<file path="src/source/sd_cmd_pkg.sv">
package sd_cmd_pkg;

    // Register port
    localparam int REG_ADDR_W = 8;
    localparam int REG_DATA_W = 32;

    localparam logic [REG_ADDR_W-1:0] ADDR_ARGUMENT   = 8'h00;
    localparam logic [REG_ADDR_W-1:0] ADDR_COMMAND    = 8'h04;
    localparam logic [REG_ADDR_W-1:0] ADDR_RESPONSE   = 8'h08;
    localparam logic [REG_ADDR_W-1:0] ADDR_INT_STATUS = 8'h0C;
    localparam logic [REG_ADDR_W-1:0] ADDR_INT_ENABLE = 8'h10;
    localparam logic [REG_ADDR_W-1:0] ADDR_CLOCK_DIV  = 8'h14;
    localparam logic [REG_ADDR_W-1:0] ADDR_SOFT_RESET = 8'h18;
    localparam logic [REG_ADDR_W-1:0] ADDR_PRESENT    = 8'h1C;

    // Command frame layout
    localparam int CMD_INDEX_W  = 6;
    localparam int CMD_ARG_W    = 32;
    localparam int CMD_FRAME_W  = 48;
    localparam int CRC7_W       = 7;
    localparam int CMD_RESP_BIT = 8;
    localparam int CMD_BODY_W   = CMD_FRAME_W - CRC7_W - 1;
    localparam int RESP_BODY_W  = CMD_INDEX_W + CMD_ARG_W;
    localparam logic [CRC7_W-1:0] CRC7_POLY = 7'h09;

    localparam int DIV_W             = 8;
    localparam int RESP_TIMEOUT_CLKS = 64;
    localparam int BIT_CNT_W         = $clog2(CMD_FRAME_W + 1);
    localparam int TMO_CNT_W         = $clog2(RESP_TIMEOUT_CLKS);

    // Interrupt bits
    localparam int INT_CMD_DONE  = 0;
    localparam int INT_CRC_ERR   = 1;
    localparam int INT_INDEX_ERR = 2;
    localparam int INT_TIMEOUT   = 3;
    localparam int INT_W         = 4;

    typedef enum logic {
        RESP_NONE  = 1'b0,
        RESP_SHORT = 1'b1
    } resp_type_e;

    typedef enum logic [2:0] {
        ST_IDLE,
        ST_SEND,
        ST_WAIT,
        ST_RECV,
        ST_FINISH
    } serial_state_e;

endpackage

</file>
<file path="src/source/sd_cmd_ifs.sv">
interface sd_cmd_req_if;
    import sd_cmd_pkg::*;

    logic                   start;
    logic [CMD_INDEX_W-1:0] cmd_index;
    logic [CMD_ARG_W-1:0]   argument;
    resp_type_e             resp_type;
    logic                   busy;
    logic                   done;
    logic                   crc_err;
    logic                   index_err;
    logic                   timeout;
    logic [CMD_ARG_W-1:0]   response;

    modport regs (
        output start, cmd_index, argument, resp_type,
        input  busy, done, crc_err, index_err, timeout, response
    );

    modport master (
        input  start, cmd_index, argument, resp_type,
        output busy, done, crc_err, index_err, timeout, response
    );
endinterface

interface sd_cmd_frame_if;
    import sd_cmd_pkg::*;

    logic                   start;
    logic [CMD_BODY_W-1:0]  frame;
    logic                   expect_resp;
    logic                   finish;
    logic [RESP_BODY_W-1:0] resp_frame;
    logic                   crc_ok;
    logic                   timed_out;

    modport master (
        output start, frame, expect_resp,
        input  finish, resp_frame, crc_ok, timed_out
    );

    modport serial (
        input  start, frame, expect_resp,
        output finish, resp_frame, crc_ok, timed_out
    );
endinterface

</file>
<file path="src/source/sd_host_regs.sv">
module sd_host_regs (
    input  logic                              s00_axi_aclk,
    input  logic                              rst_n_i,
    input  logic                              reg_wr_i,
    input  logic                              reg_rd_i,
    input  logic [sd_cmd_pkg::REG_ADDR_W-1:0] reg_addr_i,
    input  logic [sd_cmd_pkg::REG_DATA_W-1:0] reg_wdata_i,
    output logic [sd_cmd_pkg::REG_DATA_W-1:0] reg_rdata_o,
    sd_cmd_req_if.regs                        cmd,
    output logic [sd_cmd_pkg::DIV_W-1:0]      divisor_o,
    output logic                              cmd_soft_rst_o,
    output logic                              interrupt_o
);
    import sd_cmd_pkg::*;

    logic [INT_W-1:0]      int_status_q;
    logic [INT_W-1:0]      int_enable_q;
    logic [INT_W-1:0]      int_set;
    logic [INT_W-1:0]      int_clr;
    logic [REG_DATA_W-1:0] rdata_d;
    logic [CMD_ARG_W-1:0]  response_q;
    logic                  cmd_accept;

    // Drop a new command while one is in flight or just launched
    assign cmd_accept = reg_wr_i && (reg_addr_i == ADDR_COMMAND) && !cmd.busy && !cmd.start;

    always_comb begin
        int_set = '0;
        int_set[INT_CMD_DONE]  = cmd.done;
        int_set[INT_CRC_ERR]   = cmd.crc_err;
        int_set[INT_INDEX_ERR] = cmd.index_err;
        int_set[INT_TIMEOUT]   = cmd.timeout;
    end

    assign int_clr = (reg_wr_i && (reg_addr_i == ADDR_INT_STATUS)) ?
                     reg_wdata_i[INT_W-1:0] : '0;

    always_ff @(posedge s00_axi_aclk or negedge rst_n_i) begin
        if (!rst_n_i) begin
            cmd.start      <= 1'b0;
            cmd_soft_rst_o <= 1'b0;
            int_status_q   <= '0;
            int_enable_q   <= '0;
            divisor_o      <= '0;
        end else begin
            cmd.start      <= cmd_accept;
            cmd_soft_rst_o <= reg_wr_i && (reg_addr_i == ADDR_SOFT_RESET) && reg_wdata_i[0];
            // New events win over a clear in the same cycle
            int_status_q   <= (int_status_q & ~int_clr) | int_set;
            if (reg_wr_i && (reg_addr_i == ADDR_INT_ENABLE)) begin
                int_enable_q <= reg_wdata_i[INT_W-1:0];
            end
            if (reg_wr_i && (reg_addr_i == ADDR_CLOCK_DIV)) begin
                divisor_o <= reg_wdata_i[DIV_W-1:0];
            end
        end
    end

    always_ff @(posedge s00_axi_aclk) begin
        if (reg_wr_i && (reg_addr_i == ADDR_ARGUMENT)) begin
            cmd.argument <= reg_wdata_i;
        end
        if (cmd_accept) begin
            cmd.cmd_index <= reg_wdata_i[CMD_INDEX_W-1:0];
            cmd.resp_type <= resp_type_e'(reg_wdata_i[CMD_RESP_BIT]);
        end
        if (reg_rd_i) begin
            reg_rdata_o <= rdata_d;
        end
    end

    // Card status kept only from a clean response
    always_ff @(posedge s00_axi_aclk) begin
        if (cmd.done && !cmd.crc_err && !cmd.index_err && !cmd.timeout) begin
            response_q <= cmd.response;
        end
    end

    always_comb begin
        rdata_d = '0;
        case (reg_addr_i)
            ADDR_ARGUMENT:   rdata_d = cmd.argument;
            ADDR_COMMAND: begin
                rdata_d[CMD_INDEX_W-1:0] = cmd.cmd_index;
                rdata_d[CMD_RESP_BIT]    = cmd.resp_type;
            end
            ADDR_RESPONSE:   rdata_d = response_q;
            ADDR_INT_STATUS: rdata_d[INT_W-1:0] = int_status_q;
            ADDR_INT_ENABLE: rdata_d[INT_W-1:0] = int_enable_q;
            ADDR_CLOCK_DIV:  rdata_d[DIV_W-1:0] = divisor_o;
            ADDR_PRESENT:    rdata_d[0] = cmd.busy;
            default:         rdata_d = '0;
        endcase
    end

    assign interrupt_o = |(int_status_q & int_enable_q);

    // The master must never see a second launch during a command
    a_start_not_busy: assert property (
        @(posedge s00_axi_aclk) disable iff (!rst_n_i) cmd.start |-> !cmd.busy
    );

endmodule

</file>
<file path="src/source/sd_clock_divider.sv">
module sd_clock_divider (
    input  logic                         s00_axi_aclk,
    input  logic                         rst_n_i,
    input  logic [sd_cmd_pkg::DIV_W-1:0] divisor_i,
    output logic                         sd_clk_o,
    output logic                         sd_rise_tick_o,
    output logic                         sd_fall_tick_o
);
    import sd_cmd_pkg::*;

    logic [DIV_W-1:0] cnt_q;
    logic             wrap;

    // A smaller divisor written mid-count still wraps at once
    assign wrap = (cnt_q >= divisor_i);

    always_ff @(posedge s00_axi_aclk or negedge rst_n_i) begin
        if (!rst_n_i) begin
            cnt_q          <= '0;
            sd_clk_o       <= 1'b0;
            sd_rise_tick_o <= 1'b0;
            sd_fall_tick_o <= 1'b0;
        end else begin
            // Ticks are high in the first cycle after the pin edge
            sd_rise_tick_o <= wrap && !sd_clk_o;
            sd_fall_tick_o <= wrap && sd_clk_o;
            if (wrap) begin
                cnt_q    <= '0;
                sd_clk_o <= ~sd_clk_o;
            end else begin
                cnt_q <= cnt_q + 1'b1;
            end
        end
    end

endmodule

</file>
<file path="src/source/sd_cmd_master.sv">
module sd_cmd_master (
    input  logic         s00_axi_aclk,
    input  logic         rst_n_i,
    input  logic         soft_rst_i,
    sd_cmd_req_if.master req,
    sd_cmd_frame_if.master ser
);
    import sd_cmd_pkg::*;

    logic                   index_bad;
    logic [CMD_INDEX_W-1:0] sent_index;
    logic [CMD_INDEX_W-1:0] resp_index;

    assign sent_index = ser.frame[CMD_ARG_W +: CMD_INDEX_W];
    assign resp_index = ser.resp_frame[CMD_ARG_W +: CMD_INDEX_W];
    assign index_bad  = (resp_index != sent_index);

    always_ff @(posedge s00_axi_aclk or negedge rst_n_i) begin
        if (!rst_n_i) begin
            req.busy        <= 1'b0;
            req.done        <= 1'b0;
            req.crc_err     <= 1'b0;
            req.index_err   <= 1'b0;
            req.timeout     <= 1'b0;
            ser.start       <= 1'b0;
            ser.expect_resp <= 1'b0;
        end else if (soft_rst_i) begin
            req.busy      <= 1'b0;
            req.done      <= 1'b0;
            req.crc_err   <= 1'b0;
            req.index_err <= 1'b0;
            req.timeout   <= 1'b0;
            ser.start     <= 1'b0;
        end else begin
            ser.start     <= req.start;
            req.done      <= ser.finish;
            // Response checks only apply when the card was asked to answer
            req.timeout   <= ser.finish && ser.expect_resp && ser.timed_out;
            req.crc_err   <= ser.finish && ser.expect_resp && !ser.timed_out && !ser.crc_ok;
            req.index_err <= ser.finish && ser.expect_resp && !ser.timed_out && index_bad;
            if (req.start) begin
                req.busy        <= 1'b1;
                ser.expect_resp <= (req.resp_type == RESP_SHORT);
            end else if (ser.finish) begin
                req.busy <= 1'b0;
            end
        end
    end

    always_ff @(posedge s00_axi_aclk) begin
        if (req.start) begin
            // Start bit 0, transmission bit 1
            ser.frame <= {1'b0, 1'b1, req.cmd_index, req.argument};
        end
        if (ser.finish) begin
            req.response <= ser.resp_frame[CMD_ARG_W-1:0];
        end
    end

endmodule

</file>
<file path="src/source/sd_cmd_serial_host.sv">
module sd_cmd_serial_host (
    input  logic           s00_axi_aclk,
    input  logic           rst_n_i,
    input  logic           soft_rst_i,
    input  logic           sd_rise_tick_i,
    input  logic           sd_fall_tick_i,
    sd_cmd_frame_if.serial ser,
    input  logic           sd_cmd_i,
    output logic           sd_cmd_o,
    output logic           sd_cmd_oe_o
);
    import sd_cmd_pkg::*;

    serial_state_e          state_q;
    logic [BIT_CNT_W-1:0]   bit_cnt_q;
    logic [TMO_CNT_W-1:0]   tmo_cnt_q;
    logic [CRC7_W-1:0]      crc_q;
    logic [RESP_BODY_W-1:0] rx_q;
    logic                   crc_bad_q;
    logic                   timed_out_q;
    logic                   tx_bit;

    // Serial CRC7, x^7 + x^3 + 1
    function automatic logic [CRC7_W-1:0] crc7_next(input logic [CRC7_W-1:0] crc,
                                                     input logic din);
        logic fb;
        fb = din ^ crc[CRC7_W-1];
        return {crc[CRC7_W-2:0], 1'b0} ^ (fb ? CRC7_POLY : '0);
    endfunction

    // Frame is held by the master for the whole command
    assign tx_bit = ser.frame[BIT_CNT_W'(CMD_BODY_W - 1) - bit_cnt_q];

    always_ff @(posedge s00_axi_aclk or negedge rst_n_i) begin
        if (!rst_n_i) begin
            state_q     <= ST_IDLE;
            bit_cnt_q   <= '0;
            tmo_cnt_q   <= '0;
            crc_q       <= '0;
            rx_q        <= '0;
            crc_bad_q   <= 1'b0;
            timed_out_q <= 1'b0;
            sd_cmd_o    <= 1'b1;
            sd_cmd_oe_o <= 1'b0;
        end else if (soft_rst_i) begin
            state_q     <= ST_IDLE;
            sd_cmd_o    <= 1'b1;
            sd_cmd_oe_o <= 1'b0;
        end else begin
            case (state_q)
                ST_IDLE: begin
                    if (ser.start) begin
                        state_q     <= ST_SEND;
                        bit_cnt_q   <= '0;
                        tmo_cnt_q   <= '0;
                        crc_q       <= '0;
                        crc_bad_q   <= 1'b0;
                        timed_out_q <= 1'b0;
                    end
                end
                ST_SEND: begin
                    if (sd_fall_tick_i) begin
                        if (bit_cnt_q < BIT_CNT_W'(CMD_BODY_W)) begin
                            sd_cmd_o    <= tx_bit;
                            sd_cmd_oe_o <= 1'b1;
                            crc_q       <= crc7_next(crc_q, tx_bit);
                            bit_cnt_q   <= bit_cnt_q + 1'b1;
                        end else if (bit_cnt_q < BIT_CNT_W'(CMD_FRAME_W - 1)) begin
                            sd_cmd_o  <= crc_q[CRC7_W-1];
                            crc_q     <= {crc_q[CRC7_W-2:0], 1'b0};
                            bit_cnt_q <= bit_cnt_q + 1'b1;
                        end else if (bit_cnt_q == BIT_CNT_W'(CMD_FRAME_W - 1)) begin
                            // End bit
                            sd_cmd_o  <= 1'b1;
                            bit_cnt_q <= bit_cnt_q + 1'b1;
                        end else begin
                            sd_cmd_oe_o <= 1'b0;
                            state_q     <= ser.expect_resp ? ST_WAIT : ST_FINISH;
                        end
                    end
                end
                ST_WAIT: begin
                    if (sd_rise_tick_i) begin
                        if (!sd_cmd_i) begin
                            // Start bit leaves a zero CRC unchanged
                            state_q   <= ST_RECV;
                            bit_cnt_q <= BIT_CNT_W'(1);
                            crc_q     <= '0;
                        end else if (tmo_cnt_q == TMO_CNT_W'(RESP_TIMEOUT_CLKS - 1)) begin
                            timed_out_q <= 1'b1;
                            state_q     <= ST_FINISH;
                        end else begin
                            tmo_cnt_q <= tmo_cnt_q + 1'b1;
                        end
                    end
                end
                ST_RECV: begin
                    if (sd_rise_tick_i) begin
                        if (bit_cnt_q < BIT_CNT_W'(CMD_BODY_W)) begin
                            // Transmission bit falls off the top
                            rx_q  <= {rx_q[RESP_BODY_W-2:0], sd_cmd_i};
                            crc_q <= crc7_next(crc_q, sd_cmd_i);
                        end else if (bit_cnt_q < BIT_CNT_W'(CMD_FRAME_W - 1)) begin
                            if (sd_cmd_i != crc_q[CRC7_W-1]) begin
                                crc_bad_q <= 1'b1;
                            end
                            crc_q <= {crc_q[CRC7_W-2:0], 1'b0};
                        end
                        if (bit_cnt_q == BIT_CNT_W'(CMD_FRAME_W - 1)) begin
                            state_q <= ST_FINISH;
                        end else begin
                            bit_cnt_q <= bit_cnt_q + 1'b1;
                        end
                    end
                end
                ST_FINISH: state_q <= ST_IDLE;
                default:   state_q <= ST_IDLE;
            endcase
        end
    end

    assign ser.finish     = (state_q == ST_FINISH);
    assign ser.resp_frame = rx_q;
    assign ser.crc_ok     = !crc_bad_q;
    assign ser.timed_out  = timed_out_q;

    // Line stays released while the card owns it
    a_oe_released: assert property (
        @(posedge s00_axi_aclk) disable iff (!rst_n_i)
        (state_q inside {ST_WAIT, ST_RECV}) |-> !sd_cmd_oe_o
    );

endmodule

</file>
<file path="src/source/sd_cmd_top.sv">
module sd_cmd_top (
    input  logic                              s00_axi_aclk,
    input  logic                              rst_n_i,
    input  logic                              reg_wr_i,
    input  logic                              reg_rd_i,
    input  logic [sd_cmd_pkg::REG_ADDR_W-1:0] reg_addr_i,
    input  logic [sd_cmd_pkg::REG_DATA_W-1:0] reg_wdata_i,
    output logic [sd_cmd_pkg::REG_DATA_W-1:0] reg_rdata_o,
    output logic                              sd_clk_o,
    input  logic                              sd_cmd_i,
    output logic                              sd_cmd_o,
    output logic                              sd_cmd_oe_o,
    output logic                              interrupt_o
);
    import sd_cmd_pkg::*;

    logic [DIV_W-1:0] divisor;
    logic             cmd_soft_rst;
    logic             sd_rise_tick;
    logic             sd_fall_tick;

    sd_cmd_req_if   req_if ();
    sd_cmd_frame_if frame_if ();

    sd_host_regs u_regs (
        .s00_axi_aclk   (s00_axi_aclk),
        .rst_n_i        (rst_n_i),
        .reg_wr_i       (reg_wr_i),
        .reg_rd_i       (reg_rd_i),
        .reg_addr_i     (reg_addr_i),
        .reg_wdata_i    (reg_wdata_i),
        .reg_rdata_o    (reg_rdata_o),
        .cmd            (req_if.regs),
        .divisor_o      (divisor),
        .cmd_soft_rst_o (cmd_soft_rst),
        .interrupt_o    (interrupt_o)
    );

    sd_clock_divider u_clk_div (
        .s00_axi_aclk   (s00_axi_aclk),
        .rst_n_i        (rst_n_i),
        .divisor_i      (divisor),
        .sd_clk_o       (sd_clk_o),
        .sd_rise_tick_o (sd_rise_tick),
        .sd_fall_tick_o (sd_fall_tick)
    );

    sd_cmd_master u_master (
        .s00_axi_aclk (s00_axi_aclk),
        .rst_n_i      (rst_n_i),
        .soft_rst_i   (cmd_soft_rst),
        .req          (req_if.master),
        .ser          (frame_if.master)
    );

    sd_cmd_serial_host u_serial (
        .s00_axi_aclk   (s00_axi_aclk),
        .rst_n_i        (rst_n_i),
        .soft_rst_i     (cmd_soft_rst),
        .sd_rise_tick_i (sd_rise_tick),
        .sd_fall_tick_i (sd_fall_tick),
        .ser            (frame_if.serial),
        .sd_cmd_i       (sd_cmd_i),
        .sd_cmd_o       (sd_cmd_o),
        .sd_cmd_oe_o    (sd_cmd_oe_o)
    );

endmodule

</file>
<file path="config.mk">
export PLATFORM = sky130hd
export DESIGN_NAME = sd_cmd_top
export DESIGN_NICKNAME = d
export VERILOG_FILES = /design/src/source/sd_cmd_pkg.sv /design/src/source/sd_cmd_ifs.sv /design/src/source/sd_host_regs.sv /design/src/source/sd_clock_divider.sv /design/src/source/sd_cmd_master.sv /design/src/source/sd_cmd_serial_host.sv /design/src/source/sd_cmd_top.sv
export SDC_FILE = /design/constraint.sdc
export NUM_CORES = 1
export LEC_CHECK = 0
export BUFFER_PORTS_ARGS = -buffer_cell sky130_fd_sc_hd__clkbuf_2
export CORE_AREA = 5 5 146 148
export CTS_CLUSTER_DIAMETER = 100
export DETAILED_ROUTE_END_ITERATION = 10
export DIE_AREA = 0 0 151 153
export PLACE_DENSITY = 0.84
export SLEW_MARGIN = 20
export SYNTH_ARGS = -nofsm -noshare
export SYNTH_HDL_FRONTEND = slang
export SYNTH_SLANG_ARGS = --single-unit
</file>
<file path="constraint.sdc">
create_clock -name s00_axi_aclk -period 9 [get_ports s00_axi_aclk]
set_input_delay 0.45 -clock s00_axi_aclk [delete_from_list [all_inputs] [get_ports s00_axi_aclk]]
set_output_delay 0.45 -clock s00_axi_aclk [all_outputs]
set_load 0.01 [all_outputs]
</file>
==> run summary <==
setup violators final = 0
number of flops mapped to enable cells by yosys = 173
die height = 153 um
number of max-cap violations = 0
clock latency on the worst-skew pair = 0.53 ns
Synth Area in Compound Gates = 7.29%
Setup CP Type = reg2reg
Worst Skew = 0.0169 ns
top_reg_cell synth = edfxtp_1
DR WL/cell = 19.9 um
DR vias = 6152
H-tree Lvls = 1
Hold WC Path Type = in2reg
post-synth cell types = 54
Worst Path Arrival = 3.30 ns
syn nets = 743
r2r startpoint = u_serial.bit_cnt_q[0]
die width = 151 um
largest net degree at the start of global routing = 77
TritonCTS Buffers = 27
Max Clk Rate = 352 MHz
layout cells sized above 1 = 24.3%
FFs w/ async S/R, synth = 36.6%
P_sw = 0.749 mW
Crit. End Element = register
DP HPWL = 13700 um
Pleak = 5.00 nW
CP cell instances = mux4_1 -> mux4_2 -> a21o_1 -> a21oi_4 -> a211oi_1 -> a211o_1
clock root buffer = clkbuf_16
Worst Path Max Fanout = 16
final wirelength = 21200 um
hold path start = reg_wdata_i[30]
crit start category = register
sinks on the clock net = 273
Area contributors post-synth = edfxtp_1 (49%), dfrtp_1 (23%), mux2_2 (5.4%)
Worst-Margin Slew = 0.945 ns
max-slew violation count = 0
Synth area leader = edfxtp_1
Port Buf Inserts = 80
top cell type's share of synthesized area = 48.9%
clock share of power = 36.7%
post-layout util = 61.5%
max incr delay on CP = 0.83 ns
Syn Inst Count = 685
Detail Route Antenna Nets = 0
die area = 23100 um2
mux share of post-synthesis cell area = 8.19%
core area = 19900 um2
Detailed Routing Iterations Pass 1 = 7
fin crit share = 31.5%
post-synthesis area per instance = 15.5 um2
Yosys reg bits = 273
Worst slew margin = 37.0%
synth cell count leaders = edfxtp_1 (173), dfrtp_1 (99), mux2_2 (51), nor2_1 (46), nand2_1 (39)
DRT iter0 DRCs = 690
DRC errors left = 0
Synth Area in XOR/XNOR = 1.65%
Worst-path clk slew = 0.07 ns
status = finished clean
antenna diode count = 0
TNS Setup = 0 ns
Max VDD drop = 0.000148 V
CP max-delay cell = dfrtp_1
first-pass GRT wire length = 34200 um
most common cell in the netlist = edfxtp_1
Ys Warns = 0
CP Launch Point = u_serial.bit_cnt_q[0]
unrepaired setup endpoints after global routing = false
Rows = 52
# IOs = 81
GPL Wtd Cong = 0.861
Post-Synth Simple-Gate Area = 7.16%
Worst EP required = 9.47 ns
Layout area overhead = 15.2%
Starting Density = 53.4%
total power = 2.97 mW
mapped cell area = 10600 um2
grt ovf = 0
Hold Vio Cnt, Final = 0
Internal = 2.22 mW
Filler Cell Count = 1430
adder-cell share of the synthesized area = 1.53%
sequential share of power = 51.1%
switch share = 25.3%
combinational family with the most area after synthesis = multiplexers
CTS tree = built
routed vias/inst = 5.76
global router's overall resource usage = 18.7%
Comb pwr share = 12.3%
initial antenna violation count = 0
Power Density = 242 nW/um2
minimum clock period = 2.84 ns
nets@finish = 835
vias in the first global route = 6310
register area share after synthesis = 72.4%
Post-CTS Setup Inserts = 0
CTS Buffer Depth = 3
cell usage in the layout, fill, tap and decap left out, types with 4 or more instances in the layout:
cell and n:
nor3b_1 4, nor2b_1 4, a222oi_1 11, a21oi_1 12, ha_1 13, nor3_1 7
nand2_1 39, o21ai_0 25, nand2b_1 7, and2_1 7, mux2i_1 9, clkbuf_2 79
clkinv_1 7, a22o_1 24, clkbuf_1 5, mux2_2 51, nand3_1 21, and3_1 9
mux4_2 8, dfrtp_1 99, buf_4 9, nor2_1 45, a21o_1 5, edfxtp_1 173
xnor2_1 7, nand4_1 4, clkbuf_16 27, xor2_1 13, inv_1 19
final timing paths:
| path | endpoint | slack (ns) | cells past startpoint |
|---|---|---|---|
| hold reg to reg | u_regs.response_q[5] | 0.41 | 0 |
| hold / removal | u_regs.cmd.argument[30] | 0.10 | 1 |
| setup / recovery | u_serial.sd_cmd_o | 6.16 | 6 |
| min in group asynchronous | u_serial.state_q[1] | 0.37 | 2 |
| max in group asynchronous | u_serial.ser.resp_frame[17] | 7.59 | 4 |
| setup reg to reg | u_serial.sd_cmd_o | 6.16 | 6 |
power by group through the flow:
stage	combinational (mW)	sequential, mW	clock, mW
3_5_place_dp	0.362	1.54	0
3_3_place_gp	0.350	1.53	0
2_1_floorplan	0.299	1.49	0
5_1_grt	0.405	1.53	1.16
6_report	0.364	1.51	1.09
4_1_cts	0.364	1.51	1.11
registers in the layout, indices dropped and copies added (netlist names), 3 cells and up:
| register | cells |
|---|---|
| u_serial.bit_cnt_q | 6 |
| u_clk_div.cnt_q | 8 |
| u_regs.cmd.argument | 32 |
| u_serial.crc_q | 7 |
| u_serial.state_q | 3 |
| u_regs.divisor_o | 8 |
| u_regs.reg_rdata_o | 32 |
| u_master.ser.frame | 38 |
| u_regs.cmd.cmd_index | 6 |
| u_master.req.response | 32 |
| u_regs.response_q | 32 |
| u_serial.tmo_cnt_q | 6 |
| u_regs.int_status_q | 4 |
| u_serial.ser.resp_frame | 38 |
| u_regs.int_enable_q | 4 |
worst max-delay path, delay by kind of cell, from the launching register on:
family          cells  cell delay, ns
compound gates      4            0.81
flops               1            0.83
mux                 2            1.12
kinds of logic (layout without fill, tap and decap cells):
| group | after synthesis | in the layout |
|---|---|---|
| buffers and inverters | 46 | 159 |
| DFF | 273 | 273 |
| muxes | 69 | 69 |
| xor gates and xnor gates | 20 | 20 |
| and+or+nand+nor | 159 | 159 |
| adders and majority gates | 13 | 13 |
| AOI/OAI and AO/OA | 105 | 105 |
metrics by stage:
step	area [um2]	hold slack, ns	worst slack [ns]	std cells
6_report	12200	0.100	6.16	1068
5_1_grt	12200	0.0773	5.96	1068
4_1_cts	12200	0.0781	6.14	1067
3_5_place_dp	11300	0.376	6.15	1016
3_3_place_gp	11300	0.374	6.21	1016
2_1_floorplan	10600	0.154	4.71	685
final cells by class:
| class | instances | area [um2] | area share, % |
|---|---|---|---|
| clock buffer | 35 | 736 | 6.01 |
| clock inverter | 15 | 128 | 1.04 |
| inverter | 19 | 71.3 | 0.582 |
| multi-input combinational | 366 | 2770 | 22.6 |
| sequential | 273 | 7700 | 62.9 |
| tap | 270 | 338 | 2.76 |
| timing repair buffer | 90 | 500 | 4.09 |
what timing repair did:
item | CTS | global route
endpoints found under the setup margin | 0 | 0
resized for setup | 0 | 0
hold endpoints to repair | 23 | 0
hold buffers | 1 | 0
metal layers:
layer | global-route usage (%) | vias up | wire length, um
li1 | - | 2775 | -
met4 | 6.22 | 0 | 578
met3 | 3.08 | 48 | 1270
met5 | 0 | - | 0
met2 | 31.1 | 248 | 10800
met1 | 25.4 | 3081 | 8520
(Power assumes the default switching activity.)
